### src/spi_btn_defines.svh
// spi ram/button slave constants: command codes, region bytes and sizes

`ifndef SPI_BTN_DEFINES_SVH
`define SPI_BTN_DEFINES_SVH

// host side bus address width, sent as four bytes msb first
`define SPI_ADDR_BITS 32

// first byte of every frame
`define SPI_CMD_WRITE 8'h00
`define SPI_CMD_READ 8'h01

// top address byte selects a register region
// interrupt status, irq flag in bit 7
`define SPI_REGION_IRQ 8'hF1
// debounced buttons, zero above the button bits
`define SPI_REGION_BTN 8'hFB

// ram index width, 1024 bytes
// upper address bits alias onto the same bytes
`define RAM_ADDR_BITS 10

// number of button inputs
`define BTN_COUNT 7

`endif

### src/btn_irq_ctrl.sv
// button debouncer with change interrupt and latched button value
`timescale 1ns/1ns
`default_nettype none

`include "spi_btn_defines.svh"

module btn_irq_ctrl #(
  // width of the debounce counter, the top bit marks the hold time as over
  parameter int debounce_bits = 20
) (
  input  logic                  clk,
  input  logic                  arst_n,
  input  logic [`BTN_COUNT-1:0] btn,
  input  logic                  irq_clear,
  output logic                  irq,
  output logic [`BTN_COUNT-1:0] btn_value
);

  // raw buttons are asynchronous, two stages before use
  logic [`BTN_COUNT-1:0] btn_meta;
  logic [`BTN_COUNT-1:0] btn_samp;

  logic [debounce_bits-1:0] cnt;
  logic                     settled;

  always_ff @(posedge clk)
  begin
    btn_meta <= btn;
    btn_samp <= btn_meta;
  end

  assign settled = cnt[debounce_bits-1];

  always_ff @(posedge clk or negedge arst_n)
  begin
    if (!arst_n)
    begin
      irq       <= 1'b0;
      btn_value <= '0;
      // start saturated so the first change is taken at once
      cnt       <= {1'b1, {(debounce_bits-1){1'b0}}};
    end
    else if (irq_clear)
    begin
      // host read of the status register
      irq <= 1'b0;
    end
    else
    begin
      // accept a change only after the hold time and with no interrupt pending
      if (btn_samp != btn_value && settled && !irq)
      begin
        btn_value <= btn_samp;
        irq       <= 1'b1;
        cnt       <= '0;
      end
      else if (!settled)
        cnt <= cnt + 1'b1;
    end
  end

endmodule

`default_nettype wire

### config.mk
export PLATFORM = sky130hd
export DESIGN_NAME = btn_irq_ctrl
export DESIGN_NICKNAME = d
export VERILOG_FILES = /design/src/btn_irq_ctrl.sv
export VERILOG_INCLUDE_DIRS = /design/src /design/src/src
export SDC_FILE = /design/constraint.sdc
export NUM_CORES = 1
export LEC_CHECK = 0
export BUFFER_PORTS_ARGS = -buffer_cell sky130_fd_sc_hd__buf_2
export CELL_PAD_IN_SITES_DETAIL_PLACEMENT = 0
export CELL_PAD_IN_SITES_GLOBAL_PLACEMENT = 2
export CORE_MARGIN = 3
export CORE_UTILIZATION = 30
export DETAILED_ROUTE_END_ITERATION = 10
export MAX_ROUTING_LAYER = met4
export PLACE_DENSITY = 0.74
export SYNTH_ARGS = -nofsm -noshare
export SYNTH_HDL_FRONTEND = slang
export SYNTH_SLANG_ARGS = --single-unit
### constraint.sdc
create_clock -name clk -period 2.4 [get_ports clk]
set_input_delay 0 -clock clk [delete_from_list [all_inputs] [get_ports clk]]
set_output_delay 0 -clock clk [all_outputs]
set_load 0.03 [all_outputs]
Yosys cells after proc, flatten, opt, wreduce, memory -nomap -nowiden. Index checks and enable logic that the tools add are counted.

Logic and storage cells: 20. Memories kept: 0. RAM bits: 0. Output and inout port bits: 8. Latch bits: 0. ROM bits: 0. Register bits: 42.

Bitwise logic cells: 1. Reductions and logical operators: 6. Mux-type cells: 4. Equality and inequality tests: 2. $add $sub $neg: 1. Order comparisons: 0. Div/mod/pow operators: 0. Shifts and indexed selects: 0. $mul: 0.

Operators by type and width (count): $mux W20 (2); $add A20 B1 Y20 const B (1); $ne A7 B7 Y1 (1); $reduce_and A2 Y1 (2); $logic_and A1 B1 Y1 (2); $mux W1 (2); $ne A2 B1 Y1 const B (1); $reduce_bool A2 Y1 (1); $logic_not A1 Y1 (1); $not A1 Y1 (1).

Depth between registers and ports, before layout. Gate-level depths: netlist of the first run.

Word-level depth: 5. Gate-level depth with buffers: 6.

Worst setup path after synthesis of the first run. Ideal clock, no wire load.

Kind: register to register. Start: reg btn_value[5]. End: reg btn_value[2]. Arrival: 1652 ps. Period minus slack after synthesis: 1776 ps. Cell stages (with the launch flop): 6. Setup slack: 624 ps. Required time: 2275 ps. Path through: dfrtp_1 xnor2_1 nand4_1 o211a_1 clkbuf_1 mux2_2.

Word-level cells in the longest chain between the ends: 4.

RTL lines: from (decl) (RTL line btn_irq_ctrl.sv:16) `` output logic [`BTN_COUNT-1:0] btn_value ``; from (signal assigned) (RTL line btn_irq_ctrl.sv:53) `btn_value <= btn_samp;`; $ne A7 B7 Y1 (RTL line btn_irq_ctrl.sv:51) `if (btn_samp != btn_value && settled && !irq)`; $logic_and A1 B1 Y1 (2 in a row) (RTL line btn_irq_ctrl.sv:51); $reduce_and A2 Y1 (no source line).

No other way between the ends. A chain may end at the register's enable or synchronous reset.

Final worst setup path of the first run.
Start: reg cnt[19]. End: reg cnt[17].

Word-level cells in the longest chain between the ends: 4.

RTL lines: from (decl) (RTL line btn_irq_ctrl.sv:23) `logic [debounce_bits-1:0] cnt;`; from (signal assigned) (RTL line btn_irq_ctrl.sv:41) `cnt <= {1'b1, {(debounce_bits-1){1'b0}}};`; from (signal assigned) (RTL line btn_irq_ctrl.sv:58) `cnt <= cnt + 1'b1;`; $logic_and A1 B1 Y1 (2 in a row) (RTL line btn_irq_ctrl.sv:51); $ne A2 B1 Y1 (no source line); $reduce_and A2 Y1 (no source line).

Several ways; a longest one is shown, not always the timed one.

==> results of run 1 <==
-- flip-flops by register name (all words and copies together) (netlist names) --
signal and cells:
btn_meta 7, cnt 20, btn_value 7, irq 1, btn_samp 7
-- worst max-delay path, cell delays in order, from the launching register on --
cell     delay [ns]
dfstp_2        0.41
or2_1          0.37
nor4_1         0.68
a31oi_1        0.17
a21bo_1        0.23
-- cell usage in the layout (no fill, tap or decap), types with 2 or more instances in the layout --
| master | netlist | final |
|---|---|---|
| or3_1 | 5 | 5 |
| or4_1 | 2 | 2 |
| buf_2 | 1 | 17 |
| xnor2_1 | 8 | 8 |
| a21oi_1 | 6 | 6 |
| dfxtp_1 | 14 | 14 |
| a31oi_1 | 9 | 9 |
| clkbuf_8 | 0 | 5 |
| o21a_1 | 2 | 2 |
| nor3_1 | 2 | 2 |
| nor2_1 | 8 | 8 |
| inv_1 | 8 | 8 |
| o21ai_0 | 8 | 8 |
| o211ai_1 | 8 | 8 |
| dlygate4sd3_1 | 0 | 9 |
| nand2_1 | 11 | 11 |
| dfrtp_1 | 27 | 27 |
| mux2_2 | 7 | 7 |
| nand4_1 | 6 | 6 |
| and3_1 | 2 | 2 |
| nor4_1 | 2 | 2 |
| nand3_1 | 11 | 11 |
-- through the flow --
stage	instance area [um2]	hold WS (ns)	power, mW
floorplan	1760	-0.296	0.911
global placement	1910	0.0737	0.958
detailed placement	1910	0.0846	0.962
CTS	2090	0.300	1.44
global route	2090	0.328	1.49
finish	2090	0.263	1.41
-- final cells by class --
cell class	count	area share (%)
Clock buffer	6	3.47
Clock inverter	2	0.658
Inverter	8	1.44
Multi-Input combinational cell	111	34.4
Sequential cell	42	47.0
Tap cell	72	4.31
Timing Repair Buffer	27	8.74
-- power by group through the flow --
stage | logic [mW] | registers [mW] | clock network [mW]
floorplan | 0.0870 | 0.824 | 0
global placement | 0.121 | 0.837 | 0
detailed placement | 0.122 | 0.840 | 0
CTS | 0.134 | 0.825 | 0.479
global route | 0.152 | 0.836 | 0.506
finish | 0.131 | 0.826 | 0.455
-- worst max-delay path by stage --
| stage | start | endpoint | slack (ns) | cells past startpoint |
|---|---|---|---|---|
| 4_1_cts | cnt[19]$_DFFE_PN1N_ | cnt[17]$_DFFE_PN0P_ | 0.47 | 4 |
| 3_5_place_dp | cnt[19]$_DFFE_PN1N_ | cnt[17]$_DFFE_PN0P_ | 0.49 | 4 |
| 3_3_place_gp | cnt[19]$_DFFE_PN1N_ | cnt[17]$_DFFE_PN0P_ | 0.59 | 4 |
| 2_1_floorplan | btn_value[5]$_DFFE_PN0P_ | btn_value[2]$_DFFE_PN0P_ | 0.62 | 5 |
| 5_1_grt | cnt[19]$_DFFE_PN1N_ | cnt[17]$_DFFE_PN0P_ | 0.30 | 4 |
| 6_report | cnt[19]$_DFFE_PN1N_ | cnt[17]$_DFFE_PN0P_ | 0.44 | 4 |
-- metal layers --
layer	track usage [%]	share of wire, %	vias to the layer above
met5	-	0	-
met4	3.43	0.89	0
met3	3.47	4.4	5
met2	19.8	46	32
met1	15.4	49	666
li1	-	-	667
-- cell families after synthesis --
| kind of cell | Yosys count | synth area share [%] |
|---|---|---|
| and+or+nand+nor | 56 | 17.1 |
| DFF | 42 | 55.8 |
| AOI/OAI and AO/OA | 38 | 14.1 |
| buffers and inverters | 15 | 3.27 |
| xor gates and xnor gates | 8 | 3.98 |
| muxes | 8 | 5.05 |
| adders and majority gates | 1 | 0.711 |
==> flow_summary.yaml, run 1 <==
floorplanning:
  rows: 27
  io_pins: 18
  die_h_um: 82.6
  start_util_pct: 31.6
  die-area_um2: 6820
  die_w_um: 82.6
  core_um2: 5570
sta:
  timing.final.ws_setup_ns: 0.435
  finalHoldViolations: 0
  fin_crit_ns: 1.96
  slew_viol_final: 0
  finalSetupViolCount: 0
  fin_skew_ns: 0.00710
  fin_tns_setup_ns: 0
  maxSlewHeadroom_pct: 53.2
  fmax_mhz: 509
  tightest_slew_ns: 0.696
  period_share_pct: 81.9
  rsz0062_at_grt: "no"
grt:
  grt_pass1_wl_mm: 6.29
  grt_max_degree: 29
  grtUsageTotal_pct: 12.4
  grt_pass1_vias: 1347
  grt.overflow.total: 0
  antenna_found_initial: 0
cells_and_area:
  drive_above_1_share_pct: 19.4
  fin_cells: 268
  nNetsFinal: 206
  fill_cells: 567
  multi_input_area_um2: 719
  regArea_um2: 982
  antenna_cells: 0
  synthToLayoutAreaGrowth_pct: 18.8
  post-route-util_pct: 37.5
detailed_routing:
  dr.pass1.iters: 4
  dr.first_iter.drc_count: 113
  route.antenna.remaining_nets: 0
  num_vias: 1370
  wire_per_inst_um: 13.8
  drcViolationCount: 0
  wirelength_mm: 3.69
  via_per_inst: 5.11
pwr:
  power.switching_uw: 382
  power_frac_comb_pct: 9.3
  seqPwrFrac_pct: 58.5
  p_sw_share_pct: 27.0
  vdd_ir_drop_max_mv: 0.346
  power_density_nw_per_um2: 675
  cellLeakagePower_nw: 0.895
  p_int_mw: 1.03
  p_clk_share_pct: 32.2
logic_synthesis:
  yosys-top-cells-count: "dfrtp_1, dfxtp_1, nand2_1, nand3_1, a31oi_1"
  yosys.cell_types.count: 36
  ys_seq_elements: 42
  yosysMostFrequentCell: "dfrtp_1"
  synth_edf_count: 0
  synth_area_leaders: "dfrtp_1, dfxtp_1, mux2_2"
  syn_avg_cell_area_um2: 10.5
  synth_top_area_share_pct: 38.4
  netlist_area_um2: 1760
  synthCells: 168
  mappedNetlistNets: 179
  ys.flop_type: "dfrtp_1"
  yosys.area.top_type: "dfrtp_1"
  yosys_warnings: 0
  async_flop_share_pct: 66.7
  synth-seq-area-share_pct: 55.8
worst_hold_path:
  hold_path_class: "in -> async"
place:
  dp_cells: 251
  hpwl_mm: 2.53
  numPortBuffers: 17
  pre_cts_ws_ns: 0.487
  gp_congestion: 0.748
setup_path:
  r2r-end: "cnt[17]$_DFFE_PN0P_"
  rr_worst_depth: 4
  arrival_ns: 2.16
  path_max_fanout: 11
  r2r_start: "cnt[19]$_DFFE_PN1N_"
  worstSetupEndpointType: "flop"
  crit_required_ns: 2.59
  path_class: "reg -> reg"
  r2r_slack_ns: 0.44
  cp-start-kind: "flop"
clocking:
  cts_tree: "done"
  h-tree-depth: 2
  numCtsBuffers: 5
  clkTransAtPathRegs_ns: 0.08
  cts.sinks: 42
  insertion_delay_ns: 0.29
  clockBufferDepth: 2
  post_cts_buffers: 0
  cts_resized: 0
  ctsHoldBuffers: 9
  cts-root-buf: "clkbuf_8"
flow_run:
  maxCapViolCount: 0
outcome:
  outcome: "finished, final reports clean"
(Power assumes the default switching activity.)
==> run 2: changes to the inputs <==
--- a/config.mk
+++ b/config.mk
@@ -13,7 +13,7 @@
 export CORE_UTILIZATION = 30
 export DETAILED_ROUTE_END_ITERATION = 10
 export MAX_ROUTING_LAYER = met4
-export PLACE_DENSITY = 0.74
+export PLACE_DENSITY = 0.76
 export SYNTH_ARGS = -nofsm -noshare
 export SYNTH_HDL_FRONTEND = slang
 export SYNTH_SLANG_ARGS = --single-unit
==> constraint.sdc (replaced) <==
create_clock -name clk -period 1.7 [get_ports clk]
set_input_delay 0 -clock clk [delete_from_list [all_inputs] [get_ports clk]]
set_output_delay 0 -clock clk [all_outputs]
set_load 0.03 [all_outputs]
==> run 2 against run 1 <==
- sequential power increased by 42%
- critical endpoint is now cnt[11]$_DFFE_PN0P_
- largest power group unchanged
- clock skew up 0.0026 ns
- combinational power grew 76%
- global-route usage increased by 1.1 points
- total power is 55% higher
- clock-buffer cell count decreased by 1
- worst hold slack worse by 0.00093 ns
==> flow_summary.yaml, run 2 (synthesized netlist as in run 1, its figures left out) <==
sta:
  finalHoldViolations: 0
  fmax_mhz: 616
  whs_ns: 0.262
  slew_viol_final: 0
  fin_crit_ns: 1.62
  period_share_pct: 95.4
  fin_skew_ns: 0.00975
  finalSetupViolCount: 0
  maxSlewHeadroom_pct: 56.0
  tightest_slew_ns: 0.660
cells_and_area:
  design_area_um2: 2210
  antenna_cells: 0
  largest_reg_flops: 20
  synthToLayoutAreaGrowth_pct: 25.9
  final_common_cell: "dfrtp_1"
  post-route-util_pct: 39.7
  mostFrequentLayoutCells: "dfrtp_1, buf_2, dfxtp_1"
  nNetsFinal: 215
  fill_cells: 539
  drive_above_1_share_pct: 26.3
  top_register: "cnt"
place:
  placed_area_um2: 1970
  hpwl_mm: 2.69
  gp_congestion: 0.778
  numPortBuffers: 17
grt:
  grt_pass1_wl_mm: 6.56
  grt_max_degree: 29
  antenna_found_initial: 0
  grtUsageTotal_pct: 13.5
  grt_pass1_vias: 1388
  grt.overflow.total: 0
setup_path:
  crit_slowest_cell: "or4_1"
  r2r-end: "cnt[11]$_DFFE_PN0P_"
  critPathTopFamily: "simple AND/OR/NAND/NOR gates"
  worstSetupEndpointType: "flop"
  r2r_start: "cnt[2]$_DFFE_PN0P_"
  path_max_fanout: 6
  arrival_ns: 1.84
  path_cells: "nand3_1 -> or3_4 -> or4_1 -> o211ai_1"
  slowest_delay_ns: 0.49
  path_class: "reg -> reg"
  r2r_slack_ns: 0.08
  crit_buf_inv: 0
  cp-start-kind: "flop"
  crit_required_ns: 1.92
  rr_worst_depth: 4
pwr:
  cellLeakagePower_nw: 0.942
  power_density_nw_per_um2: 990
  power_mw: 2.19
  vdd_ir_drop_max_mv: 0.577
clocking:
  clkTransAtPathRegs_ns: 0.09
  clockBufferDepth: 2
  cts-root-buf: "clkbuf_8"
  cts_tree: "done"
  numCtsBuffers: 5
  h-tree-depth: 2
  cts.sinks: 42
  insertion_delay_ns: 0.30
outcome:
  outcome: "finished, final reports clean"
floorplanning:
  die_h_um: 82.6
  die-area_um2: 6820
  start_util_pct: 31.6
  die_w_um: 82.6
  rows: 27
  io_pins: 18
  core_um2: 5570
detailed_routing:
  dr.pass1.iters: 4
  num_vias: 1388
  via_per_inst: 5.01
  dr.first_iter.drc_count: 51
  wirelength_mm: 3.88
  drcViolationCount: 0
  route.antenna.remaining_nets: 0
  wire_per_inst_um: 14.0
flow_run:
  maxCapViolCount: 0
worst_hold_path:
  hold_path_class: "in -> async"
run 2: cell count changes in the layout (fill, tap and decap cells not counted), sizes merged:
cell and delta:
buf +9, bufinv +1, clkbuf -1, clkinv -2, clkinvlp +2
run 2: cell type report:
cell class                      count  area, um2  share of cell area [%]
Clock inverter                      3       45.0                    2.03
Tap cell                           72       90.1                    4.07
Inverter                            8       30.0                    1.36
Clock buffer                        5       68.8                    3.11
Sequential cell                    42        985                    44.5
Multi-Input combinational cell    111        746                    33.7
Timing Repair Buffer               36        250                    11.3
run 2: routing by layer:
layer	track usage [%]	part of all wire (%)	vias to the layer above
li1	-	-	680
met1	16.1	48	681
met2	21.6	46	23
met3	3.90	4.0	4
met4	4.90	1.2	0
met5	-	0	-
run 2: stage by stage:
step	worst slack (ns)	TNS, ns	std cells
after floorplan	0.0279	0	168
after global placement	-0.0336	-0.228	259
after detailed placement	-0.0598	-0.378	259
after CTS	0.0225	0	276
after global routing	-0.0192	-0.0484	277
final	0.0778	0	277
run 2: worst max-delay path by stage:
| stage | endpoint | cells past startpoint | slack, ns | startpoint |
|---|---|---|---|---|
| after floorplan | btn_value[2]$_DFFE_PN0P_ | 5 | 0.03 | btn_value[2]$_DFFE_PN0P_ |
| final | cnt[11]$_DFFE_PN0P_ | 4 | 0.08 | cnt[2]$_DFFE_PN0P_ |
| after global placement | btn_value[6]$_DFFE_PN0P_ | 4 | -0.03 | btn_value[1]$_DFFE_PN0P_ |
| after detailed placement | btn_value[0]$_DFFE_PN0P_ | 4 | -0.06 | btn_value[1]$_DFFE_PN0P_ |
| after global routing | cnt[8]$_DFFE_PN0P_ | 4 | -0.02 | btn_value[0]$_DFFE_PN0P_ |
| after CTS | btn_value[0]$_DFFE_PN0P_ | 4 | 0.02 | btn_value[1]$_DFFE_PN0P_ |
run 2: what timing repair did:
item / in CTS / in global routing
hold buffers: 9 / 0
endpoints found under the setup margin: 7 / 11
resized for setup: 1 / 6
endpoints found under the hold margin: 35 / 0
buffers inserted: 0 / 1
pin swaps: 0 / 2
run 2: worst reg2reg max path, delay by kind of cell, from the launching register on:
kind	cells	cell delay, ns
DFF	1	0.42
and+or+nand+nor	3	1.01
AOI/OAI and AO/OA	1	0.11
run 2: where the power goes:
part           switching [mW]  leakage [nW]  internal, mW  total, mW
sequential             0.0861         0.479          1.08       1.17
clock                   0.361        0.0504         0.437      0.797
combinational           0.118         0.413         0.112      0.230
