## src/spi_miso_shift.sv

```systemverilog
// miso shifter: takes read bytes and shifts them out msb first on falling sclk
`timescale 1ns/1ns
`default_nettype none

module spi_miso_shift (
  input  logic       clk,
  input  logic       arst_n,
  input  logic       csn,
  input  logic       sclk_fall,
  input  logic       load,
  input  logic [7:0] load_data,
  output logic       miso,
  output logic       miso_oe
);

  logic [1:0] csn_sync;
  logic [7:0] shreg;
  // a loaded byte waits here for the falling edge that ends the current byte
  logic       pend;
  logic [7:0] pend_data;

  always_ff @(posedge clk or negedge arst_n)
  begin
    if (!arst_n)
    begin
      csn_sync <= 2'b11;
      shreg    <= 8'd0;
      pend     <= 1'b0;
    end
    else
    begin
      csn_sync <= {csn_sync[0], csn};
      if (csn_sync[1])
      begin
        // deselected, drop anything queued
        shreg <= 8'd0;
        pend  <= 1'b0;
      end
      else
      begin
        if (load)
          pend <= 1'b1;
        else if (sclk_fall)
          pend <= 1'b0;
        if (sclk_fall)
        begin
          if (pend)
            shreg <= pend_data;
          else
            shreg <= {shreg[6:0], 1'b0};
        end
      end
    end
  end

  always_ff @(posedge clk)
  begin
    if (load)
      pend_data <= load_data;
  end

  // zeros shift in, so miso is 0 once a byte is used up
  assign miso    = shreg[7];
  assign miso_oe = ~csn_sync[1];

endmodule

`default_nettype wire

```

## config.mk

```make
export PLATFORM = sky130hd
export DESIGN_NAME = spi_miso_shift
export DESIGN_NICKNAME = d
export VERILOG_FILES = /design/src/spi_miso_shift.sv
export SDC_FILE = /design/constraint.sdc
export NUM_CORES = 1
export LEC_CHECK = 0
export BUFFER_PORTS_ARGS = -buffer_cell sky130_fd_sc_hd__buf_2
export CORE_MARGIN = 4
export CORE_UTILIZATION = 54
export CTS_BUF_LIST = sky130_fd_sc_hd__clkbuf_4 sky130_fd_sc_hd__clkbuf_8
export CTS_CLUSTER_DIAMETER = 150
export DETAILED_ROUTE_END_ITERATION = 6
export GPL_ROUTABILITY_DRIVEN = 0
export PLACE_DENSITY_LB_ADDON = 0.05
export SLEW_MARGIN = 20
export SYNTH_ARGS = -nofsm -noshare
export SYNTH_HDL_FRONTEND = slang
export SYNTH_SLANG_ARGS = --single-unit
```

## constraint.sdc

```tcl
create_clock -name clk -period 1 [get_ports clk]
set_input_delay 0.2 -clock clk [delete_from_list [all_inputs] [get_ports clk]]
set_output_delay 0.2 -clock clk [all_outputs]
set_load 0.01 [all_outputs]
```

* Yosys cells after proc, flatten, opt, wreduce, memory -nomap -nowiden *
Cells that the tools add are included.

operators by class
  bitwise operators = 1
  reduce and logical (&&, ||, !) cells = 2
  muxes and demuxes = 6

operators by type and width
  operator            count
  $mux W8             3
  $mux W1             3
  $reduce_bool A3 Y1  1
  $reduce_bool A2 Y1  1
  $not A1 Y1          1

storage, ports and cells
  input bits = 13
  logic and storage cells = 13
  register bits after elaboration = 19

* Longest topological paths before layout *
Gate-level depths: netlist of the first run.

  depth in word-level cells = 3
  depth in mapped cells = 4
  mapped depth without buffers = 2

* Worst setup path before layout of the first run *
No wires, ideal clock.

  path kind = register to register
  start point = register csn_sync[1]
  end point = register pend
  data arrival time = 0.840 ns
  cell stages (with the launch flop) = 4
  path slack = 0.041 ns
  required time = 0.881 ns
  library setup time = 0.119 ns
  cells stage by stage = dfstp_2 > buf_2 > inv_1 > o21a_1

between the ends
  word-level cells in the longest chain between the ends = 1

RTL lines
  what                                                     RTL line  RTL
  from (decl)                                              16        logic [1:0] csn_sync;
  from (signal assigned)                                   32        csn_sync <= {csn_sync[0], csn};
  $reduce_bool A3 Y1 (no line) or $mux W1 (tied branches)  n/a
  to (signal assigned)                                     28        pend <= 1'b0;
  to (signal assigned)                                     37        pend <= 1'b0;
  to (signal assigned)                                     42        pend <= 1'b1;
  to (decl)                                                19        logic pend;

Several ways; a longest one is shown, not always the timed one.
A chain may end at the register's enable or synchronous reset.

* Worst setup path after layout of the first run *
  start point = register csn_sync[1]
  end point = output miso_oe

between the ends
  word-level cells in the longest chain between the ends = 1

RTL lines
  what        RTL line  RTL
  $not A1 Y1  64        assign miso_oe = ~csn_sync[1];
  to (decl)   13        output logic miso_oe

Every way passes these cells.

==> flow_summary.ini, run 1 <==
[worst_hold_path]
whs_endpoint = pend_data[0]$_DFFE_PP_
hold_start = load_data[0]
worst_hold_path.num_cells = 1
worst_hold_path_type = input port to flip-flop

[synth]
synth-edff-count = 8
syn_area_um2 = 735.7
yosys.cell_types.count = 15
synth_top_area_cell = edfxtp_1
synth.top_cell.area_share_pct = 32.65
yosysMostFrequentCell = dfrtp_1
ys.flop_type = dfrtp_1
syn-num-nets = 63
yosysSeqAreaShare_pct = 70.41
synth_area_leaders = edfxtp_1 (33%), dfrtp_1 (31%), mux2i_1 (9.5%), a211oi_1 (7.1%), dfstp_2 (7.1%)
synth_cells = 50
ys_seq_elements = 19
synth_common_cells = dfrtp_1 (9), edfxtp_1 (8), a211oi_1 (7), mux2i_1 (7), nor2_1 (7)
synth.avg_cell_area_um2 = 14.71
ys_warn_count = 0
synthArstFlopShare_pct = 57.89

[clock_network]
clk_pin_slew_worst_paths_ns = 0.10
cts-root-buf = clkbuf_4
cts_max_level = 1
cts_inserted_buffers = 3
cts_max_path_buffers = 2
clk_latency_ns = 0.28
cts_tree = done
cts.sinks = 19

[worst_setup_path]
cp.arrival_ns = 1.00
endpoint_kind = output port
reg2regPathDepth = 3
r2r-end = pend$_DFFE_PN0P_
crit_slowest_cell = dfstp_2
rrSetupSlack_ns = -0.04
rr_startpoint = pend$_DFFE_PN0P_
crit_buf_inv = 2
crit_chain = inv_2, buf_6
worstSetupPathType = flip-flop to output port
startpoint = csn_sync[1]$_DFF_PN1_
cp.required_ns = 0.80
cp-start-kind = flip-flop
crit_path_max_incr_delay_ns = 0.56
crit_fanout = 2
path_delay_family = flip-flops

[floorplanning]
io_pins = 15
die_y_um = 44.91
dieWidth_um = 44.91
core_um2 = 1285
die-area_um2 = 2017
rows = 13
initial_core_util_pct = 57.25

[final_layout]
fin_area_um2 = 908.4
fillers = 87
diodes = 0
final_core_util_pct = 70.69
area_delta_synth_final_pct = 23.47
drive_gt1_share_pct = 43.66
fin_nets = 85

[grt]
grt_pass1_wl_um = 2001
first_global_vias = 426
grt_max_degree = 18
grt_usage_pct = 13.89
grt-ovfl-total = 0
grt_antenna_before_repair = 0

[drt]
drc = 0
routed_wirelength_um = 1211
num_vias = 463
first_iter_violations = 16
post_drt_wl_per_cell_um = 14.08
dr.pass1.iters = 4
antenna_left = 0
viasPerCell = 5.384

[power]
cellLeakagePower_nw = 0.3906
pwr_density_cell_nw_per_um2 = 1593
p_total_mw = 1.447
ir_drop_mv = 0.9590

[timing]
final.setup.worst_slack_ns = -0.1975
clock.fmax_mhz = 835.1
holdWs_ns = 0.08880
drv_slew = 0
hold_violations = 0
finClkSkew_ns = 0.004027
rsz0062_at_grt = true
setup_tns_ns = -0.3016
relSlewSlack_pct = 79.63
setup_viol = 4
tightestPinTransition_ns = 0.3055
finalCriticalPeriod_ns = 1.197
period_share_pct = 119.7

[placement]
dp_hpwl_um = 793.6
portBuffers = 14
placed_cell_area_um2 = 797.0

[status]
status = finished with violations
failed_checks = negative setup slack

[flow_run]
drv_cap = 0
==> layout by cell type (no fill, tap or decap) <==
master	netlist	final
a211oi_1	7	3
a211oi_2	0	4
a21oi_1	1	1
buf_2	1	13
buf_4	1	4
buf_6	2	2
clkbuf_4	0	4
dfrtp_1	9	8
dfrtp_2	0	1
dfstp_2	2	2
dlygate4sd3_1	0	2
edfxtp_1	8	8
inv_2	0	1
mux2i_1	7	7
nand2b_1	1	1
nand3_1	1	1
nor2_1	7	7
nor2b_1	1	1
o21a_1	1	1
==> report_power, final <==
part	leakage (nW)	switching [mW]	total (mW)	internal (mW)
Combinational	0.155	0.0738	0.154	0.0800
Sequential	0.217	0.0306	0.905	0.874
Clock	0.0184	0.207	0.389	0.182
Total	0.391	0.312	1.45	1.14
==> repair_timing <==
action                                 CTS  global route
hold buffers                             1             1
endpoints found under the hold margin    9             1
pin swaps                                2             0
setup buffers                            2             2
setup endpoints to repair               10             9
resized for setup                        6             4
gates cloned                             0             0
==> registers in the layout, summed over array words and instances, names as in the netlist <==
register / cells
pend_data: 8
shreg: 8
csn_sync: 2
pend: 1
==> metrics by stage <==
stage                     setup WS, ns  instances
final                          -0.1975         86
after global routing           -0.2395         86
after CTS                      -0.2056         83
after detailed placement      -0.06562         76
after global placement        -0.02909         76
after floorplan                0.04114         50
==> how the worst max path moves through the flow <==
stage / endpoint / cells after the start
2_1_floorplan: pend$_DFFE_PN0P_ / 3
3_3_place_gp: shreg[2]$_DFFE_PN0P_ / 2
3_5_place_dp: shreg[1]$_DFFE_PN0P_ / 2
4_1_cts: miso_oe / 2
5_1_grt: miso_oe / 2
6_report: miso_oe / 2
==> cells by family (layout without fill, tap and decap cells) <==
logic type	after synthesis	count (layout)	share of synthesized area, %
compound gates	9	9	8.843
buf+inv	5	26	5.271
flops	19	19	70.41
mux	7	7	9.524
simple gates	10	10	5.953
==> cell type report <==
cell class	instances	area [um^2]	share of cell area, %
well taps	15	18.77	2.066
clock buffers	4	30.03	3.306
multi-input cells	26	198.9	21.90
inverters	1	3.754	0.4132
flip-flops and latches	19	519.2	57.16
repair buffers	21	137.6	15.15
==> worst reg2reg max path, delay by kind of cell, from the launching register on <==
kind / cells / cell delay (ns)
AO/OA/AOI/OAI: 1 / 0.17
flip-flops: 1 / 0.49
AND/OR/NAND/NOR: 1 / 0.12
buffers and inverters: 1 / 0.16
==> metal layers <==
layer / vias up / share of wire (%) / global-route usage (%)
met1: 218 / 44 / 18.67
met2: 27 / 48 / 22.35
li1: 218 / - / -
met4: 0 / 0 / 5.263
met3: 0 / 8.1 / 2.789
met5: - / 0 / 0
(Power assumes the default switching activity.)
==> run 2: changes to the inputs <==
==> constraint.sdc (replaced) <==
create_clock -name clk -period 1 [get_ports clk]
set_input_delay 0.2 -clock clk [delete_from_list [all_inputs] [get_ports clk]]
set_output_delay 0.2 -clock clk [all_outputs]
set_load 0.05 [all_outputs]
==> flow_summary.ini, run 2 (same netlist as run 1, synthesis figures left out) <==
[timing]
clock.fmax_mhz = 768.2
rsz0062_at_grt = true
relSlewSlack_pct = 80.21
drv_slew = 0
hold_violations = 0
final.setup.worst_slack_ns = -0.3018
period_share_pct = 130.2
tightestPinTransition_ns = 0.2968
finalCriticalPeriod_ns = 1.302
setup_viol = 2
finClkSkew_ns = 0.001665

[drt]
routed_wirelength_um = 1226
viasPerCell = 5.138
post_drt_wl_per_cell_um = 14.09
antenna_left = 0
met3_length_um = 75
dr.pass1.iters = 4
met1Wirelength_um = 573
wl_met2_um = 577
drc = 0
top_layer = met3
num_vias = 447
first_iter_violations = 11

[grt]
first_global_vias = 437
grt_antenna_before_repair = 0
grt_max_degree = 18
grt_pass1_wl_um = 1876
grt-ovfl-total = 0
grt_usage_pct = 13.26

[floorplanning]
dieWidth_um = 44.91
die_y_um = 44.91
initial_core_util_pct = 57.25
die-area_um2 = 2017
core_um2 = 1285
io_pins = 15
rows = 13

[clock_network]
cts-root-buf = clkbuf_4
cts_max_level = 1
clk_latency_ns = 0.28
cts_max_path_buffers = 2
cts_tree = done
cts.sinks = 19
clk_pin_slew_worst_paths_ns = 0.10
cts_inserted_buffers = 3

[worst_setup_path]
cp.arrival_ns = 1.10
crit_fanout = 2
reg2regPathDepth = 3
endpoint_kind = output port
cp.required_ns = 0.80
cp-start-kind = flip-flop
worstSetupPathType = flip-flop to output port

[power]
pwr_density_cell_nw_per_um2 = 1594
cellLeakagePower_nw = 0.3930
ir_drop_mv = 1.171
p_total_mw = 1.472

[status]
status = finished with violations
failed_checks = negative setup slack

[final_layout]
area_delta_synth_final_pct = 25.51
final_cell_mix = buf_2 (12), edfxtp_1 (8), dfrtp_1 (8)
drive_gt1_share_pct = 41.67
diodes = 0
largestRegisters = pend_data: 8 flops, shreg: 8 flops, csn_sync: 2 flops
final_core_util_pct = 71.86
multiInputGateArea_um2 = 188.9
ff_latch_area_um2 = 519.2
fin_nets = 86
fillers = 81
mostFrequentLayoutCell = buf_2

[worst_hold_path]
worst_hold_path_type = input port to flip-flop
worst_hold_path.num_cells = 1

[flow_run]
drv_cap = 0

[placement]
dp_hpwl_um = 786
post-place-ws_ns = -0.09193
portBuffers = 14
## run 2: power by group
part	internal [mW]	total, mW	switching, mW
Sequential	0.874	0.901	0.0272
Clock	0.182	0.392	0.210
Combinational	0.0888	0.179	0.0903
## run 2: cell type report
class / count / area share (%)
clock buffer: 4 / 3.252
inverter: 1 / 0.8130
multi-input combinational: 26 / 20.46
sequential: 19 / 56.23
tap: 15 / 2.033
timing repair buffer: 22 / 17.21
## run 2: repair_timing
| action | in CTS | in global routing |
|---|---|---|
| setup endpoints to repair | 10 | 10 |
| hold buffers | 2 | 0 |
| buffers inserted | 4 | 0 |
| endpoints found under the hold margin | 10 | 0 |
| gates resized for setup | 6 | 5 |
| pin swaps | 4 | 3 |
## run 2: critical path, stage by stage (launching register included)
cell and delay, ns:
dfstp_2 0.57, clkinvlp_4 0.09, buf_6 0.15
## run 2: worst paths after layout
path	start	to	slack, ns
worst max-delay path	csn_sync[1]$_DFF_PN1_	miso_oe	-0.30
worst min-delay path	load_data[2]	pend_data[2]$_DFFE_PP_	0.08
worst max register to register	pend$_DFFE_PN0P_	pend$_DFFE_PN0P_	0.01
worst min register to register	csn_sync[0]$_DFF_PN1_	csn_sync[1]$_DFF_PN1_	0.37
max in group asynchronous	arst_n	csn_sync[0]$_DFF_PN1_	0.43
min in group asynchronous	arst_n	shreg[7]$_DFFE_PN0P_	0.31
## run 2: per-stage QoR
stage	instance area (um^2)	cells	hold WS (ns)	TNS [ns]
2_1_floorplan	745.7	50	-0.09559	-0.2176
3_3_place_gp	808.3	77	0.08034	-0.2283
3_5_place_dp	808.3	77	0.08025	-0.4215
4_1_cts	902.1	87	0.07716	-0.3700
5_1_grt	923.4	87	0.06517	-0.5723
6_report	923.4	87	0.08363	-0.3530
## run 2: layer usage
metal  GRT usage (%)  vias to the layer above
li1                -                      222
met1           17.72                      206
met2           22.35                       19
met3           2.390                        0
met4           3.509                        0
met5               0                        -
==> run 3: changes to the inputs <==
--- a/config.mk
+++ b/config.mk
@@ -12,7 +12,9 @@
 export CTS_CLUSTER_DIAMETER = 150
 export DETAILED_ROUTE_END_ITERATION = 6
 export GPL_ROUTABILITY_DRIVEN = 0
+export GPL_TIMING_DRIVEN = 0
 export PLACE_DENSITY_LB_ADDON = 0.05
+export RECOVER_POWER = 100
 export SLEW_MARGIN = 20
 export SYNTH_ARGS = -nofsm -noshare
 export SYNTH_HDL_FRONTEND = slang
==> flow_summary.ini, run 3 (same netlist as run 1, synthesis figures left out) <==
[status]
failed_checks = negative setup slack
status = finished with violations

[grt]
grt_pass1_wl_um = 2049
grt-ovfl-total = 0
grt_usage_pct = 14.44
grt_antenna_before_repair = 0
first_global_vias = 487
grt_max_degree = 12

[power]
pwr_density_cell_nw_per_um2 = 1587
p_comb_share_pct = 12.8
pwr-share-clk_pct = 25.8
sequentialPowerShare_pct = 61.5
cellLeakagePower_nw = 0.3802
swShare_pct = 23.97
p_total_mw = 1.464
power.internal_mw = 1.113
ir_drop_mv = 1.139
p_sw_uw = 350.8

[flow_run]
drv_cap = 0

[clock_network]
cts.sinks = 19
cts_inserted_buffers = 3
clk_latency_ns = 0.30
clk_pin_slew_worst_paths_ns = 0.11
cts-root-buf = clkbuf_4
cts_max_path_buffers = 2
cts_max_level = 1
cts_tree = done

[timing]
drv_slew = 0
period_share_pct = 133.4
finalCriticalPeriod_ns = 1.334
tightestPinTransition_ns = 0.5863
hold_violations = 0
holdWs_ns = 0.06792
relSlewSlack_pct = 60.91
setup_viol = 2
setup_tns_ns = -0.4002
rsz0062_at_grt = true
finClkSkew_ns = 0.007852
final.setup.worst_slack_ns = -0.3341
clock.fmax_mhz = 749.6

[floorplanning]
die_y_um = 44.91
core_um2 = 1285
dieWidth_um = 44.91
rows = 13
die-area_um2 = 2017
initial_core_util_pct = 57.25
io_pins = 15

[final_layout]
diodes = 0
fin_area_um2 = 922.1
drive_gt1_share_pct = 41.43
multiInputGateArea_um2 = 206.4
stdcell_count = 85
largestRegisters = pend_data: 8 flops, shreg: 8 flops, csn_sync: 2 flops
ff_latch_area_um2 = 518.0
fillers = 95
area_delta_synth_final_pct = 25.34
fin_nets = 84
final_cell_mix = buf_2 (9), dfrtp_1 (9), edfxtp_1 (8)

[worst_setup_path]
crit_slowest_cell = dfstp_2
crit_path_max_incr_delay_ns = 0.57
rr_startpoint = pend$_DFFE_PN0P_
rrSetupSlack_ns = 0.04
cp.arrival_ns = 1.13
reg2regPathDepth = 3
cp.required_ns = 0.80
crit_chain = clkinvlp_4, buf_8
endpoint_kind = output port
cp-start-kind = flip-flop
worstSetupPathType = flip-flop to output port
crit_fanout = 2
r2r-end = shreg[5]$_DFFE_PN0P_

[drt]
routed_wirelength_um = 1247
dr.pass1.iters = 4
first_iter_violations = 5
viasPerCell = 5.400
drc = 0
num_vias = 459
post_drt_wl_per_cell_um = 14.67
antenna_left = 0

[worst_hold_path]
worst_hold_path.num_cells = 1
worst_hold_path_type = input port to flip-flop
hold_start = load_data[1]
whs_endpoint = pend_data[1]$_DFFE_PP_

[placement]
portBuffers = 13
placed_cell_area_um2 = 829.5
place_inst = 78
run 3: cell count changes in the layout (fill, tap and decap cells not counted), moves of 2 or more:
cell	previous run	this run
a211oi_2	2	4
mux2i_2	0	2
a211oi_1	5	3
clkbuf_1	0	2
mux2i_1	7	5
buf_2	12	9
buf_6	5	3
run 3: final cells by class:
cell class	instances	area share [%]
multi-input cells	26	22.39
clock buffers	3	2.442
flip-flops and latches	19	56.17
inverters	1	0.8141
clock inverters	1	0.5427
well taps	15	2.035
plain buffers	3	3.256
repair buffers	17	12.35
run 3: worst max-delay path by stage:
| stage | startpoint | end | slack (ns) | cells past startpoint |
|---|---|---|---|---|
| after global placement | csn_sync[1]$_DFF_PN1_ | miso_oe | -0.13 | 3 |
| after global routing | csn_sync[1]$_DFF_PN1_ | miso_oe | -0.39 | 2 |
| after detailed placement | csn_sync[1]$_DFF_PN1_ | miso_oe | -0.14 | 3 |
| after floorplan | csn_sync[1]$_DFF_PN1_ | pend$_DFFE_PN0P_ | -0.16 | 3 |
| final | csn_sync[1]$_DFF_PN1_ | miso_oe | -0.33 | 2 |
| after CTS | csn_sync[1]$_DFF_PN1_ | miso_oe | -0.37 | 3 |
run 3: metrics by stage:
| stage | util, % | setup slack, ns |
|---|---|---|
| 3_5_place_dp | 64.56 | -0.1437 |
| 3_3_place_gp | 64.56 | -0.1336 |
| 5_1_grt | 71.76 | -0.3850 |
| 4_1_cts | 69.82 | -0.3736 |
| 2_1_floorplan | - | -0.1575 |
| 6_report | 71.76 | -0.3341 |
run 3: critical path, delay by kind of cell (launching register included):
family | cells | cell delay (ns)
flops | 1 | 0.57
buf+inv | 2 | 0.26
run 3: power groups by stage:
stage / clock, mW / combinational (mW) / sequential [mW]
finish: 0.377 / 0.187 / 0.900
global route: 0.428 / 0.206 / 0.904
CTS: 0.388 / 0.172 / 0.895
detailed placement: 0 / 0.157 / 0.910
global placement: 0 / 0.154 / 0.908
floorplan: 0 / 0.0918 / 0.915
run 3: layer usage:
metal / vias up / routed length [um] / global-route usage (%)
met5: - / 0 / 0
met4: 0 / 16 / 5.263
met3: 3 / 80 / 4.781
met2: 14 / 601 / 24.36
met1: 224 / 548 / 17.20
li1: 218 / - / -
run 3: what timing repair did:
| item | in CTS | in global routing |
|---|---|---|
| endpoints found under the setup margin | 4 | 8 |
| endpoints found under the hold margin | 12 | 0 |
| buffers inserted | 1 | 2 |
| hold buffers | 2 | 0 |
| pin swaps | 2 | 4 |
| gates resized for setup | 4 | 7 |
