[src/spi_btn_defines.svh]
// spi ram/button slave constants: command codes, region bytes and sizes

`ifndef SPI_BTN_DEFINES_SVH
`define SPI_BTN_DEFINES_SVH

// host side bus address width, sent as four bytes msb first
`define SPI_ADDR_BITS 32

// first byte of every frame
`define SPI_CMD_WRITE 8'h00
`define SPI_CMD_READ 8'h01

// top address byte selects a register region
// interrupt status, irq flag in bit 7
`define SPI_REGION_IRQ 8'hF1
// debounced buttons, zero above the button bits
`define SPI_REGION_BTN 8'hFB

// ram index width, 1024 bytes
// upper address bits alias onto the same bytes
`define RAM_ADDR_BITS 10

// number of button inputs
`define BTN_COUNT 7

`endif

[src/spi_btn_pkg.sv]
// shared types for the spi slave: wishbone request/response and decoder states

`default_nettype none

`include "spi_btn_defines.svh"

package spi_btn_pkg;

  // wishbone classic master side, stb and we are qualified by cyc
  typedef struct packed {
    logic                      cyc;
    logic                      stb;
    logic                      we;
    logic [`SPI_ADDR_BITS-1:0] adr;
    // write data, one byte per access
    logic [7:0]                dat;
  } wb_req_t;

  // slave side, ack lasts exactly one clk
  typedef struct packed {
    logic       ack;
    // read data, valid with ack
    logic [7:0] dat;
  } wb_rsp_t;

  // frame decoder states
  // IDLE waits for a csn falling edge, or for csn to rise after a bad command
  // CMD takes the first byte
  // ADDR takes four address bytes
  // DUMMY is the read turnaround byte, its mosi content is dropped
  // DATA carries payload bytes until csn rises
  typedef enum logic [2:0] {
    IDLE,
    CMD,
    ADDR,
    DUMMY,
    DATA
  } frame_state_e;

endpackage

`default_nettype wire

[src/spi_frame_decode.sv]
// spi frame decoder: oversamples the spi lines, decodes command and address, issues bus cycles
`timescale 1ns/1ns
`default_nettype none

`include "spi_btn_defines.svh"

module spi_frame_decode (
  input  logic                clk,
  input  logic                arst_n,
  input  logic                csn,
  input  logic                sclk,
  input  logic                mosi,
  output spi_btn_pkg::wb_req_t wb_req,
  input  spi_btn_pkg::wb_rsp_t wb_rsp,
  output logic                sclk_fall,
  output logic                load,
  output logic [7:0]          load_data
);

  // two flop synchronizers, [1] is the usable copy
  logic [1:0] csn_sync;
  logic [1:0] sclk_sync;
  logic [1:0] mosi_sync;
  // previous synchronized values for edge detection
  logic       csn_d;
  logic       sclk_d;

  logic       sclk_rise;
  logic       byte_end;
  logic [7:0] rx_byte;

  // control state
  spi_btn_pkg::frame_state_e state;
  logic [2:0] bit_cnt;
  logic [1:0] addr_cnt;
  logic       is_write;
  logic       cyc;
  logic       first_load;

  // payload
  logic [6:0]                shreg;
  logic [`SPI_ADDR_BITS-1:0] addr;
  logic [7:0]                wdat;
  logic [7:0]                first_byte;

  always_ff @(posedge clk or negedge arst_n)
  begin
    if (!arst_n)
    begin
      // csn idles high, so the frame does not start out of reset
      csn_sync  <= 2'b11;
      sclk_sync <= 2'b00;
      mosi_sync <= 2'b00;
      csn_d     <= 1'b1;
      sclk_d    <= 1'b0;
    end
    else
    begin
      csn_sync  <= {csn_sync[0], csn};
      sclk_sync <= {sclk_sync[0], sclk};
      mosi_sync <= {mosi_sync[0], mosi};
      csn_d     <= csn_sync[1];
      sclk_d    <= sclk_sync[1];
    end
  end

  // mode 0: mosi sampled on rising sclk, miso changes on falling sclk
  assign sclk_rise = sclk_sync[1] & ~sclk_d & ~csn_sync[1];
  assign sclk_fall = ~sclk_sync[1] & sclk_d;

  // eighth rising edge closes a byte, the last bit comes straight from the synchronizer
  assign byte_end = sclk_rise && (bit_cnt == 3'd7);
  assign rx_byte  = {shreg, mosi_sync[1]};

  always_ff @(posedge clk or negedge arst_n)
  begin
    if (!arst_n)
    begin
      state      <= spi_btn_pkg::IDLE;
      bit_cnt    <= 3'd0;
      addr_cnt   <= 2'd0;
      is_write   <= 1'b0;
      cyc        <= 1'b0;
      first_load <= 1'b0;
    end
    else
    begin
      first_load <= 1'b0;
      // master drops the cycle in the clk after ack
      if (wb_rsp.ack)
        cyc <= 1'b0;
      if (csn_sync[1])
      begin
        // frame over, an outstanding cycle still completes
        bit_cnt <= 3'd0;
        state   <= spi_btn_pkg::IDLE;
      end
      else
      begin
        if (sclk_rise)
          bit_cnt <= bit_cnt + 3'd1;
        case (state)
          spi_btn_pkg::IDLE:
            // only a fresh csn falling edge opens a frame
            if (csn_d)
              state <= spi_btn_pkg::CMD;
          spi_btn_pkg::CMD:
            if (byte_end)
            begin
              is_write <= (rx_byte == `SPI_CMD_WRITE);
              addr_cnt <= 2'd0;
              if (rx_byte == `SPI_CMD_WRITE || rx_byte == `SPI_CMD_READ)
                state <= spi_btn_pkg::ADDR;
              else
                state <= spi_btn_pkg::IDLE;
            end
          spi_btn_pkg::ADDR:
            if (byte_end)
            begin
              addr_cnt <= addr_cnt + 2'd1;
              if (addr_cnt == 2'd3)
              begin
                if (is_write)
                  state <= spi_btn_pkg::DATA;
                else
                begin
                  // prefetch the first read byte during the dummy byte
                  state <= spi_btn_pkg::DUMMY;
                  cyc   <= 1'b1;
                end
              end
            end
          spi_btn_pkg::DUMMY:
            if (byte_end)
            begin
              // hand the prefetched byte over for the first data byte
              state      <= spi_btn_pkg::DATA;
              first_load <= 1'b1;
            end
          spi_btn_pkg::DATA:
            // write the received byte, or prefetch the next read byte
            if (byte_end)
              cyc <= 1'b1;
          default:
            state <= spi_btn_pkg::IDLE;
        endcase
      end
    end
  end

  always_ff @(posedge clk)
  begin
    if (sclk_rise)
      shreg <= rx_byte[6:0];
    // address bytes arrive msb first
    if (byte_end && state == spi_btn_pkg::ADDR)
      addr <= {addr[`SPI_ADDR_BITS-9:0], rx_byte};
    // auto increment after every access
    if (wb_rsp.ack)
      addr <= addr + 1'b1;
    if (byte_end)
      wdat <= rx_byte;
    if (wb_rsp.ack && state == spi_btn_pkg::DUMMY)
      first_byte <= wb_rsp.dat;
  end

  // stb follows cyc, one access at a time
  assign wb_req.cyc = cyc;
  assign wb_req.stb = cyc;
  assign wb_req.we  = is_write;
  assign wb_req.adr = addr;
  assign wb_req.dat = wdat;

  // data byte reads go to the shifter on their ack, the first one waits for the dummy end
  assign load      = (wb_rsp.ack && !is_write && state == spi_btn_pkg::DATA) || first_load;
  assign load_data = first_load ? first_byte : wb_rsp.dat;

endmodule

`default_nettype wire

[config.mk]
export PLATFORM = sky130hd
export DESIGN_NAME = spi_frame_decode
export DESIGN_NICKNAME = d
export VERILOG_FILES = /design/src/spi_btn_pkg.sv /design/src/spi_frame_decode.sv
export VERILOG_INCLUDE_DIRS = /design/src /design/src/src
export SDC_FILE = /design/constraint.sdc
export NUM_CORES = 1
export LEC_CHECK = 0
export BUFFER_PORTS_ARGS = -buffer_cell sky130_fd_sc_hd__buf_2
export CORE_MARGIN = 2
export CORE_UTILIZATION = 40
export DETAILED_ROUTE_END_ITERATION = 8
export GPL_ROUTABILITY_DRIVEN = 1
export GPL_TIMING_DRIVEN = 0
export SLEW_MARGIN = 20
export SYNTH_ARGS = -nofsm -noshare
export SYNTH_HDL_FRONTEND = slang
export SYNTH_SLANG_ARGS = --single-unit
export TNS_END_PERCENT = 50
[constraint.sdc]
create_clock -name clk -period 4.7 [get_ports clk]
set_input_delay 0.705 -clock clk [delete_from_list [all_inputs] [get_ports clk]]
set_output_delay 0.705 -clock clk [all_outputs]
set_load 0.1 [all_outputs]
======== After elaboration in Yosys (flattened, before gate mapping) ========
Index checks and enable logic that the tools add are counted.
word-level totals
  register bits ........................... 74
  input port bits ......................... 14
  word-level logic and storage cells ...... 82
  output and inout port bits .............. 53
cells by class
  bitwise logic cells ..................... 6
  reduce and logical (&&, ||, !) cells .... 16
  eq/ne operators ......................... 15
  $add $sub $neg .......................... 3
  mux-type cells .......................... 27
operators by type and width
  kind                                                             count
  32-bit two-way mux                                               2
  32-bit by 1-bit adder with 32-bit output, second input constant  1
  3-bit two-way mux                                                9
  3-bit inequality test, second input constant                     5
  3-bit case mux with 5 select lines                               1
  1-bit two-way mux                                                9
  8-bit by 1-bit == test with 1-bit output, second input constant  1
  8-bit logical NOT                                                1
  8-bit two-way mux                                                1
  3-bit by 2-bit == test with 1-bit output, second input constant  2
  3-bit == test, second input constant                             2
  2-bit two-way mux                                                3
  2-bit inequality test, second input constant                     3
  6-bit AND reduction                                              1
  2-bit nonzero test                                               3
  1-bit logical AND                                                5
  2-bit case mux with 2 select lines                               1
  4-bit AND reduction                                              1
  3-bit by 1-bit adder with 3-bit output, second input constant    1
  1-bit AND                                                        3
  3-bit by 1-bit == test with 1-bit output, second input constant  1
  3-bit logical NOT                                                1
  1-bit NOT                                                        3
  3-bit AND reduction                                              1
  5 further kinds                                                  6

======== Logic depth before layout (Yosys ltp) ========
Gate-level depths: netlist (run 1).
  depth in word-level cells ............... 7
  gate-level depth with buffers ........... 7
  mapped depth without buffers ............ 7

======== Worst setup path before layout (run 1) ========
Ideal clock, no wire load.
  path kind ............................... register -> register
  from .................................... register addr[12]
  to ...................................... register addr[31] (data pin)
  cell stages (with the launch flop) ...... 5
  path buffers ............................ 0
  required time ........................... 4439 ps
  arrival time ............................ 2570 ps
  library setup time ...................... 261 ps
  period minus slack after synthesis ...... 2831 ps
  slack ................................... 1869 ps
  cells stage by stage .................... edfxtp_1 nand3_2 or4_4 or3_1 a311o_1
between the ends
  word-level cells in the longest chain between the ends .. 2
RTL lines
  what                                      RTL line                 source
  start, declared                           spi_frame_decode.sv:42   logic [`SPI_ADDR_BITS-1:0] addr;
  start signal, assigned                    spi_frame_decode.sv:157  addr <= {addr[`SPI_ADDR_BITS-9:0], rx_byte};
  start signal, assigned                    spi_frame_decode.sv:160  addr <= addr + 1'b1;
  32-bit by 1-bit adder with 32-bit output  spi_frame_decode.sv:160
  32-bit two-way mux                        spi_frame_decode.sv:159  if (wb_rsp.ack)
Every way passes these cells.
A chain may end at the register's enable or synchronous reset.

======== Final worst setup path (run 1) ========
  from .................................... input port wb_rsp[8] (netlist bit)
  to ...................................... output port load
between the ends
  word-level cells in the longest chain between the ends .. 3
RTL lines
  what                             RTL line                 source
  start, declared                  spi_frame_decode.sv:14   input spi_btn_pkg::wb_rsp_t wb_rsp,
  1-bit logical AND (2 in series)  spi_frame_decode.sv:175  assign load = (wb_rsp.ack && !is_write && state == spi_btn_pkg::DATA) || first_load;
  1-bit logical OR                 spi_frame_decode.sv:175
  end, declared                    spi_frame_decode.sv:16   output logic load,
Every way passes these cells.

==> metrics, run 1 <==
Post-synth ARST share 25.7%; Most used DFF post-synth edfxtp_1; # rows 34; Crit path arrival time 1.94 ns; Mapped Cells 321; # setup viols final 0; CTS tree done; Pleak 1.61 nW; Tightest Pin Transition 0.908 ns; area leader, netlist edfxtp_1; post-synthesis xor/xnor area fraction 3.57%; Slew Viols, Final 0; Simple-Gate Fraction of Synth Area approximately a fifth; Peak VDD IR 0.150 mV; crit-path max FO 10; Required @ worst endpoint 3.99 ns; Mapped Area 3680 um2; buffer depth of the longest clock path 2; Starting Density 41.7%; Post-route DRC 0; fin crit share a little under three fifths; Setup Skew 0.0143 ns; Slowest cell on crit path clkbuf_1; # fillers a little over 800; DP Cell Count between 400 and 500; Reg clk slew, reported paths about 0.090 ns; die area 9970 um2; synth unique cells 49; GRT Util Overall 18.2%; total wire length 8610 um; Yosys top cell area share between 40% and 50%; Net Count, Synth 339; CP Class in2out; Synthesis Warnings 0; core area 8810 um2; area delta synth->final 18.1%; Design Power 1.57 mW; most frequent CP cell buf_2; first-pass GRT wire length 14300 um; unrepaired setup endpoints after global routing false; Rel. slew slack 39.4%; total grt overflow 0; Clock Sinks 74; main combinational cell family by area after synthesis simple AND/OR/NAND/NOR gates; post-detail-place hpwl 6130 um; worst-case hold slack 0.272 ns; Final min period 2.65 ns; average vias per placed instance 5.54; slowest stage delay, CP between 0.4 and 0.5 ns; IO Pins 67; CP Cell Sequence buf_2 -> clkbuf_1 -> a31o_2 -> buf_2; CP bufs+invs 3; Detailed Route Iter0 Violations 185; CTS buffer count 9; Fmax 378 MHz; Power Density about 360 nW/um2; Yosys reg bits between 70 and 80; CP endpoint kind output pin; mux cell area share after synthesis 4.46%; ranking of synthesized cells by area edfxtp_1 (45%), dfrtp_1 (11%), nor2_1 (3.8%), mux2_2 (3.4%), a31oi_1 (2.7%); Seq/Total Area, Yosys 58.0%; Vias 2829; status finished, final reports clean; via count of the first global-routing pass 2775; per-cell routed wire length roughly 17 um; adder-cell share of the synthesized area 1.36%; initial antenna violation count 0; I/O Buffers 66; DIE HEIGHT 99.9 um; min-delay worst type in2async; Post-DRT Antenna Nets 0; final hold violations 0; Post-CTS Resized 0; Avg Inst Size Synth 11.5 um2; Final #Nets 416; routability congestion estimate approximately 0.79; Final TNS setup 0 ns; critical path's top delay family buffers and inverters; Setup Buffers After CTS 0; ratio of cells with drive above 1 in the final layout 27.0%; Die Width 99.9 um; H-tree depth 3; First-pass DRT Iterations 4; total of max-cap violations 0; number of diodes 0; Clk Tree Root Cell clkbuf_8; Hold-fix buffers, CTS 0; compound-gate portion of the synthesized area 10.2%; Non-Filler Instances 511; Post-synth EDFFs 55; largest net degree at the start of global routing 33; CP Launch Type primary input; worst-skew pair later-pin latency 0.36 ns
-- cells by family after synthesis --
group / count (synthesis)
buffers and inverters: 26
flip-flops: 74
AO/OA/AOI/OAI: 58
AND/OR/NAND/NOR: 129
multiplexers: 15
XOR/XNOR: 15
adder cells (fa/ha/maj): 4
-- synth_stat cells (6+ instances only) --
| cell type | n |
|---|---|
| and3_1 | 6 |
| or4_1 | 9 |
| mux2_2 | 11 |
| or3_1 | 8 |
| xor2_1 | 7 |
| nand4_1 | 7 |
| o31ai_1 | 9 |
| dfrtp_1 | 16 |
| clkbuf_1 | 14 |
| nand2_1 | 19 |
| xnor2_1 | 8 |
| nor2_1 | 37 |
| a31oi_1 | 16 |
| nand3_1 | 10 |
| edfxtp_1 | 55 |
| a21oi_1 | 17 |
| nor4_1 | 7 |
-- final timing paths --
kind | from | to | slack (ns) | cells past startpoint
setup / recovery | wb_rsp[8] | load | 2.05 | 4
hold / removal | arst_n | is_write | 0.27 | 1
setup reg to reg | bit_cnt[0] | state[2] | 2.17 | 7
hold reg to reg | sclk_sync[0] | sclk_sync[1] | 0.36 | 0
max in group asynchronous | arst_n | csn_d | 4.09 | 1
min in group clk | sclk_sync[0] | sclk_sync[1] | 0.36 | 0
-- routing by layer --
metal  share of wire, %  wire [um]  track usage (%)
met5                  0          0                0
met4                1.0         86             5.69
met3                6.7        578             4.53
met2                 47       4060             29.4
met1                 45       3890             24.3
-- stage by stage --
| stage | cell area, um2 | utilization [%] | setup WS [ns] |
|---|---|---|---|
| final | 4340 | 49.3 | 2.05 |
| after global routing | 4340 | 49.3 | 1.95 |
| after CTS | 4340 | 49.2 | 2.05 |
| after detailed placement | 4140 | 47.0 | 2.03 |
| after global placement | 4140 | 47.0 | 2.06 |
| after floorplan | 3680 | - | 1.87 |
-- report_power, final --
| part | internal (mW) | total [mW] | switching [mW] |
|---|---|---|---|
| registers | 0.738 | 0.775 | 0.0377 |
| clock network | 0.246 | 0.497 | 0.251 |
| logic | 0.0571 | 0.298 | 0.241 |
| total | 1.04 | 1.57 | 0.529 |
-- layout make-up --
class | instances | area, um2 | share of cell area (%)
flip-flops and latches | 74 | 2130 | 49.1
multi-input cells | 221 | 1440 | 33.2
repair buffers | 66 | 330 | 7.61
well taps | 108 | 135 | 3.11
clock buffers | 10 | 128 | 2.94
plain buffers | 21 | 92.6 | 2.13
clock inverters | 6 | 66.3 | 1.53
inverters | 5 | 18.8 | 0.432
-- registers in the layout (all words and copies together), names as in the netlist --
| signal | cells |
|---|---|
| addr | 32 |
| addr_cnt | 2 |
| bit_cnt | 3 |
| csn_d | 1 |
| csn_sync | 2 |
| cyc | 1 |
| first_byte | 8 |
| first_load | 1 |
| is_write | 1 |
| mosi_sync | 2 |
| sclk_d | 1 |
| sclk_sync | 2 |
| shreg | 7 |
| state | 3 |
| wdat | 8 |
-- worst reg2reg max path: stages (launching register included) --
cell and delay, ns:
dfrtp_1 0.37, ha_1 0.17, ha_1 0.14, nand4bb_1 0.22, inv_1 0.41, o221ai_1 0.28, or4b_2 0.66, a21oi_1 0.19
-- cells in the final DEF, fill, tap and decap left out, types with 3 or more instances in the layout --
cell      instances
or4_1             9
mux2i_1           4
mux2_2           11
or3_1             8
a31oi_1          16
o31ai_1           9
xor2_1            7
buf_2            67
nand2_1          19
ha_1              4
nand4_1           7
and3_1            6
dfrtp_1          16
nor2b_1           5
dfstp_2           3
inv_1             5
clkbuf_1         15
nand3_1          10
nor4_1            7
xnor2_1           8
nor2_1           37
edfxtp_1         55
o21ai_0           5
nor3_1            5
buf_4             3
clkbuf_8          9
a21oi_1          17
Note: power is estimated with default switching activity, not from simulation.
==> run 2, diff against run 1 <==
- ABC_AREA: not set -> 1
- clock period: 4.7 -> 2.6 ns (I/O delays scaled with it)
==> metrics, run 2 <==
ranking of synthesized cells by area edfxtp_1 (42%), nand2_1 (20%), dfrtp_1 (10%), nor2_1 (4.7%), inv_1 (3.8%) (was edfxtp_1 (45%), dfrtp_1 (11%), nor2_1 (3.8%), mux2_2 (3.4%), a31oi_1 (2.7%)); initial antenna violation count 0 (unchanged); status finished, final reports clean (unchanged); Slew Viols, Final 0 (unchanged); CP Class reg2out (was in2out); Net Count, Synth 492 (was 339); Crit path arrival time 1.97 ns (was 1.94 ns); Mapped Area 3940 um2 (was 3680 um2); Detailed Route Iter0 Violations 166 (was 185); Slowest cell on crit path buf_2 (was clkbuf_1); Starting Density 40.7% (was 41.7%); routing usage on met3 4.23% (was 4.53%); most common cell in the netlist nand2_1 (was edfxtp_1); total grt overflow 0 (unchanged); layer with the highest usage met2 (unchanged); grt met2 use 28.9% (was 29.4%); I/O Buffers 66 (unchanged); slowest stage delay, CP 0.47 ns (was 0.43 ns); total wire length 9380 um (was 8610 um); commonest cells after routing, fill and taps aside nand2_1 (207), buf_2 (69), edfxtp_1 (55), nor2_1 (49), inv_1 (40) (was buf_2 (67), edfxtp_1 (55), nor2_1 (37), nand2_1 (19), a21oi_1 (17)); DIE HEIGHT 103 um (was 99.9 um); H-tree depth 3 (unchanged); critical path's top delay family buffers and inverters (unchanged); Synthesis Warnings 0 (unchanged); fin crit share 90.6%; CTS buffer count 9 (unchanged); Die Width 103 um (was 99.9 um); # rows 36 (was 34); FF/Latch Area 2130 um2 (unchanged); Mapped Cells 474 (was 321); Avg Inst Size Synth 8.31 um2 (was 11.5 um2); worst-case hold slack 0.125 ns (was 0.272 ns); max FFs per register 32 (unchanged); Post-synth EDFFs 55 (unchanged); area delta synth->final 18.2% (was 18.1%); Synth top cells by count nand2_1 (208), edfxtp_1 (55), nor2_1 (49), inv_1 (40), nand3_1 (27) (was edfxtp_1 (55), nor2_1 (37), nand2_1 (19), a21oi_1 (17)); post-detail-place hpwl 6980 um (was 6130 um); post-layout util 48.1% (was 49.3%); Vias 3301 (was 2829); CP endpoint kind output pin (unchanged); Yosys reg bits 74 (unchanged); unrepaired setup endpoints after global routing false (unchanged); Peak VDD IR 0.343 mV (was 0.150 mV); commonest non-fill, non-tap cell in the layout nand2_1 (was buf_2); Clock Sinks 74 (unchanged); largest net degree at the start of global routing 21 (was 33); Rel. slew slack 54.5% (was 39.4%); Final #Nets 571 (was 416); min-delay worst type in2reg (was in2async); Post-DRT Antenna Nets 0 (unchanged); Yosys top cell area share 41.9% (was 44.9%); Setup Buffers After CTS 0 (unchanged); average vias per placed instance 4.78 (was 5.54); area leader, netlist edfxtp_1 (unchanged); Reg clk slew, reported paths 0.08 ns (was 0.09 ns); Multi-input gate area 1610 um2 (was 1440 um2); per-cell routed wire length 13.6 um (was 16.9 um); biggest regs addr x32, first_byte x8, wdat x8 (unchanged); Most used DFF post-synth edfxtp_1 (unchanged); First-pass DRT Iterations 4 (unchanged); Setup Skew 0.0131 ns (was 0.0143 ns); Power Density 613 nW/um2 (was 362 nW/um2); Final min period between 2 and 2.5 ns; Post-route DRC 0 (unchanged); M1 GR Usage 25.9% (was 24.3%); IO Pins 67 (unchanged); Clk Tree Root Cell clkbuf_8 (unchanged); number of diodes 0 (unchanged); Seq/Total Area, Yosys 54.1% (was 58.0%); synth unique cells 31 (was 49); buffer depth of the longest clock path 2 (unchanged); ratio of cells with drive above 1 in the final layout 19.9% (was 27.0%); Design Power 2.86 mW (was 1.57 mW); CP Cell Sequence clkbuf_1 -> clkinv_1 -> o31ai_2 -> buf_2 (was buf_2 -> clkbuf_1 -> a31o_2 -> buf_2); Pleak 2.20 nW (was 1.61 nW); # fillers 959 (was 825); first-pass GRT wire length 15000 um (was 14300 um); worst-skew pair later-pin latency 0.36 ns (about the same); via count of the first global-routing pass 3030 (was 2775); total of max-cap violations 0 (unchanged); die area 10700 um2 (was 9970 um2); final hold violations 0 (unchanged); Post-CTS Resized 0 (unchanged); Fmax ~420 MHz; core area 9680 um2 (was 8810 um2); crit-path max FO 9 (was 10); Post-synth ARST share 25.7% (unchanged); CP Launch Type flip-flop (was primary input); CTS tree done (unchanged); Required @ worst endpoint 2.21 ns (was 3.99 ns); routability congestion estimate 0.872 (was 0.794); Tightest Pin Transition 0.681 ns (was 0.908 ns); Largest Register addr (unchanged); GRT Util Overall 18.6% (was 18.2%); CP bufs+invs 3 (unchanged); # setup viols final 0 (unchanged)
-- run 2: kinds of logic (layout without fill, tap and decap cells) --
family	count (synthesis)	count (layout)	synth area share [%]
and+or+nand+nor	306	306	33.0
DFF	74	74	54.1
buffers and inverters	52	136	5.33
AOI/OAI and AO/OA	27	27	3.91
xor gates and xnor gates	11	11	2.44
adders and majority gates	4	4	1.27
-- run 2: worst reg2reg max path, delay by kind of cell, from the launching register on --
| family | cells | cell delay (ns) |
|---|---|---|
| AND/OR/NAND/NOR | 3 | 0.73 |
| buffers and inverters | 2 | 0.62 |
| flip-flops | 1 | 0.37 |
| adder cells (fa/ha/maj) | 2 | 0.30 |
-- run 2: where the power goes --
part	internal, mW	switching (mW)	total, mW
logic	0.109	0.496	0.605
registers	1.34	0.0766	1.42
clock network	0.373	0.460	0.833
-- run 2: repair_timing --
| item | in CTS | in global routing |
|---|---|---|
| hold endpoints to repair | 16 | 0 |
| endpoints found under the setup margin | 0 | 0 |
| hold buffers | 1 | 0 |
-- run 2: path summary, 6_finish.rpt --
kind | end | from | slack [ns] | cells after the start
setup / recovery | load | first_load | 0.24 | 4
hold / removal | csn_sync[0] | csn | 0.12 | 1
setup reg to reg | addr[9] | bit_cnt[0] | 0.30 | 7
hold reg to reg | mosi_sync[1] | mosi_sync[0] | 0.35 | 0
max in group asynchronous | csn_sync[0] | arst_n | 1.77 | 2
min in group asynchronous | first_load | arst_n | 0.49 | 2
-- run 2: metal layers --
layer | up-vias | wire [um]
met2 | 84 | 4410
met5 | - | 0
li1 | 1668 | -
met3 | 9 | 554
met4 | 0 | 99
met1 | 1540 | 4310
-- run 2: area by class of cell --
| type | count | share of cell area [%] |
|---|---|---|
| sequential | 74 | 45.7 |
| multi-input combinational | 348 | 34.5 |
| timing repair buffer | 68 | 7.89 |
| tap | 133 | 3.57 |
| inverter | 41 | 3.30 |
| clock buffer | 10 | 2.95 |
| buffer | 11 | 1.21 |
| clock inverter | 6 | 0.832 |
-- run 2: per-stage QoR --
stage | cells | setup slack, ns | instance area, um2 | setup TNS, ns
finish | 691 | 0.245 | 4660 | 0
global route | 691 | 0.0802 | 4660 | 0
global placement | 673 | -0.274 | 4440 | -8.71
detailed placement | 674 | 0.290 | 4470 | 0
CTS | 691 | 0.223 | 4660 | 0
floorplan | 474 | 0.215 | 3950 | 0
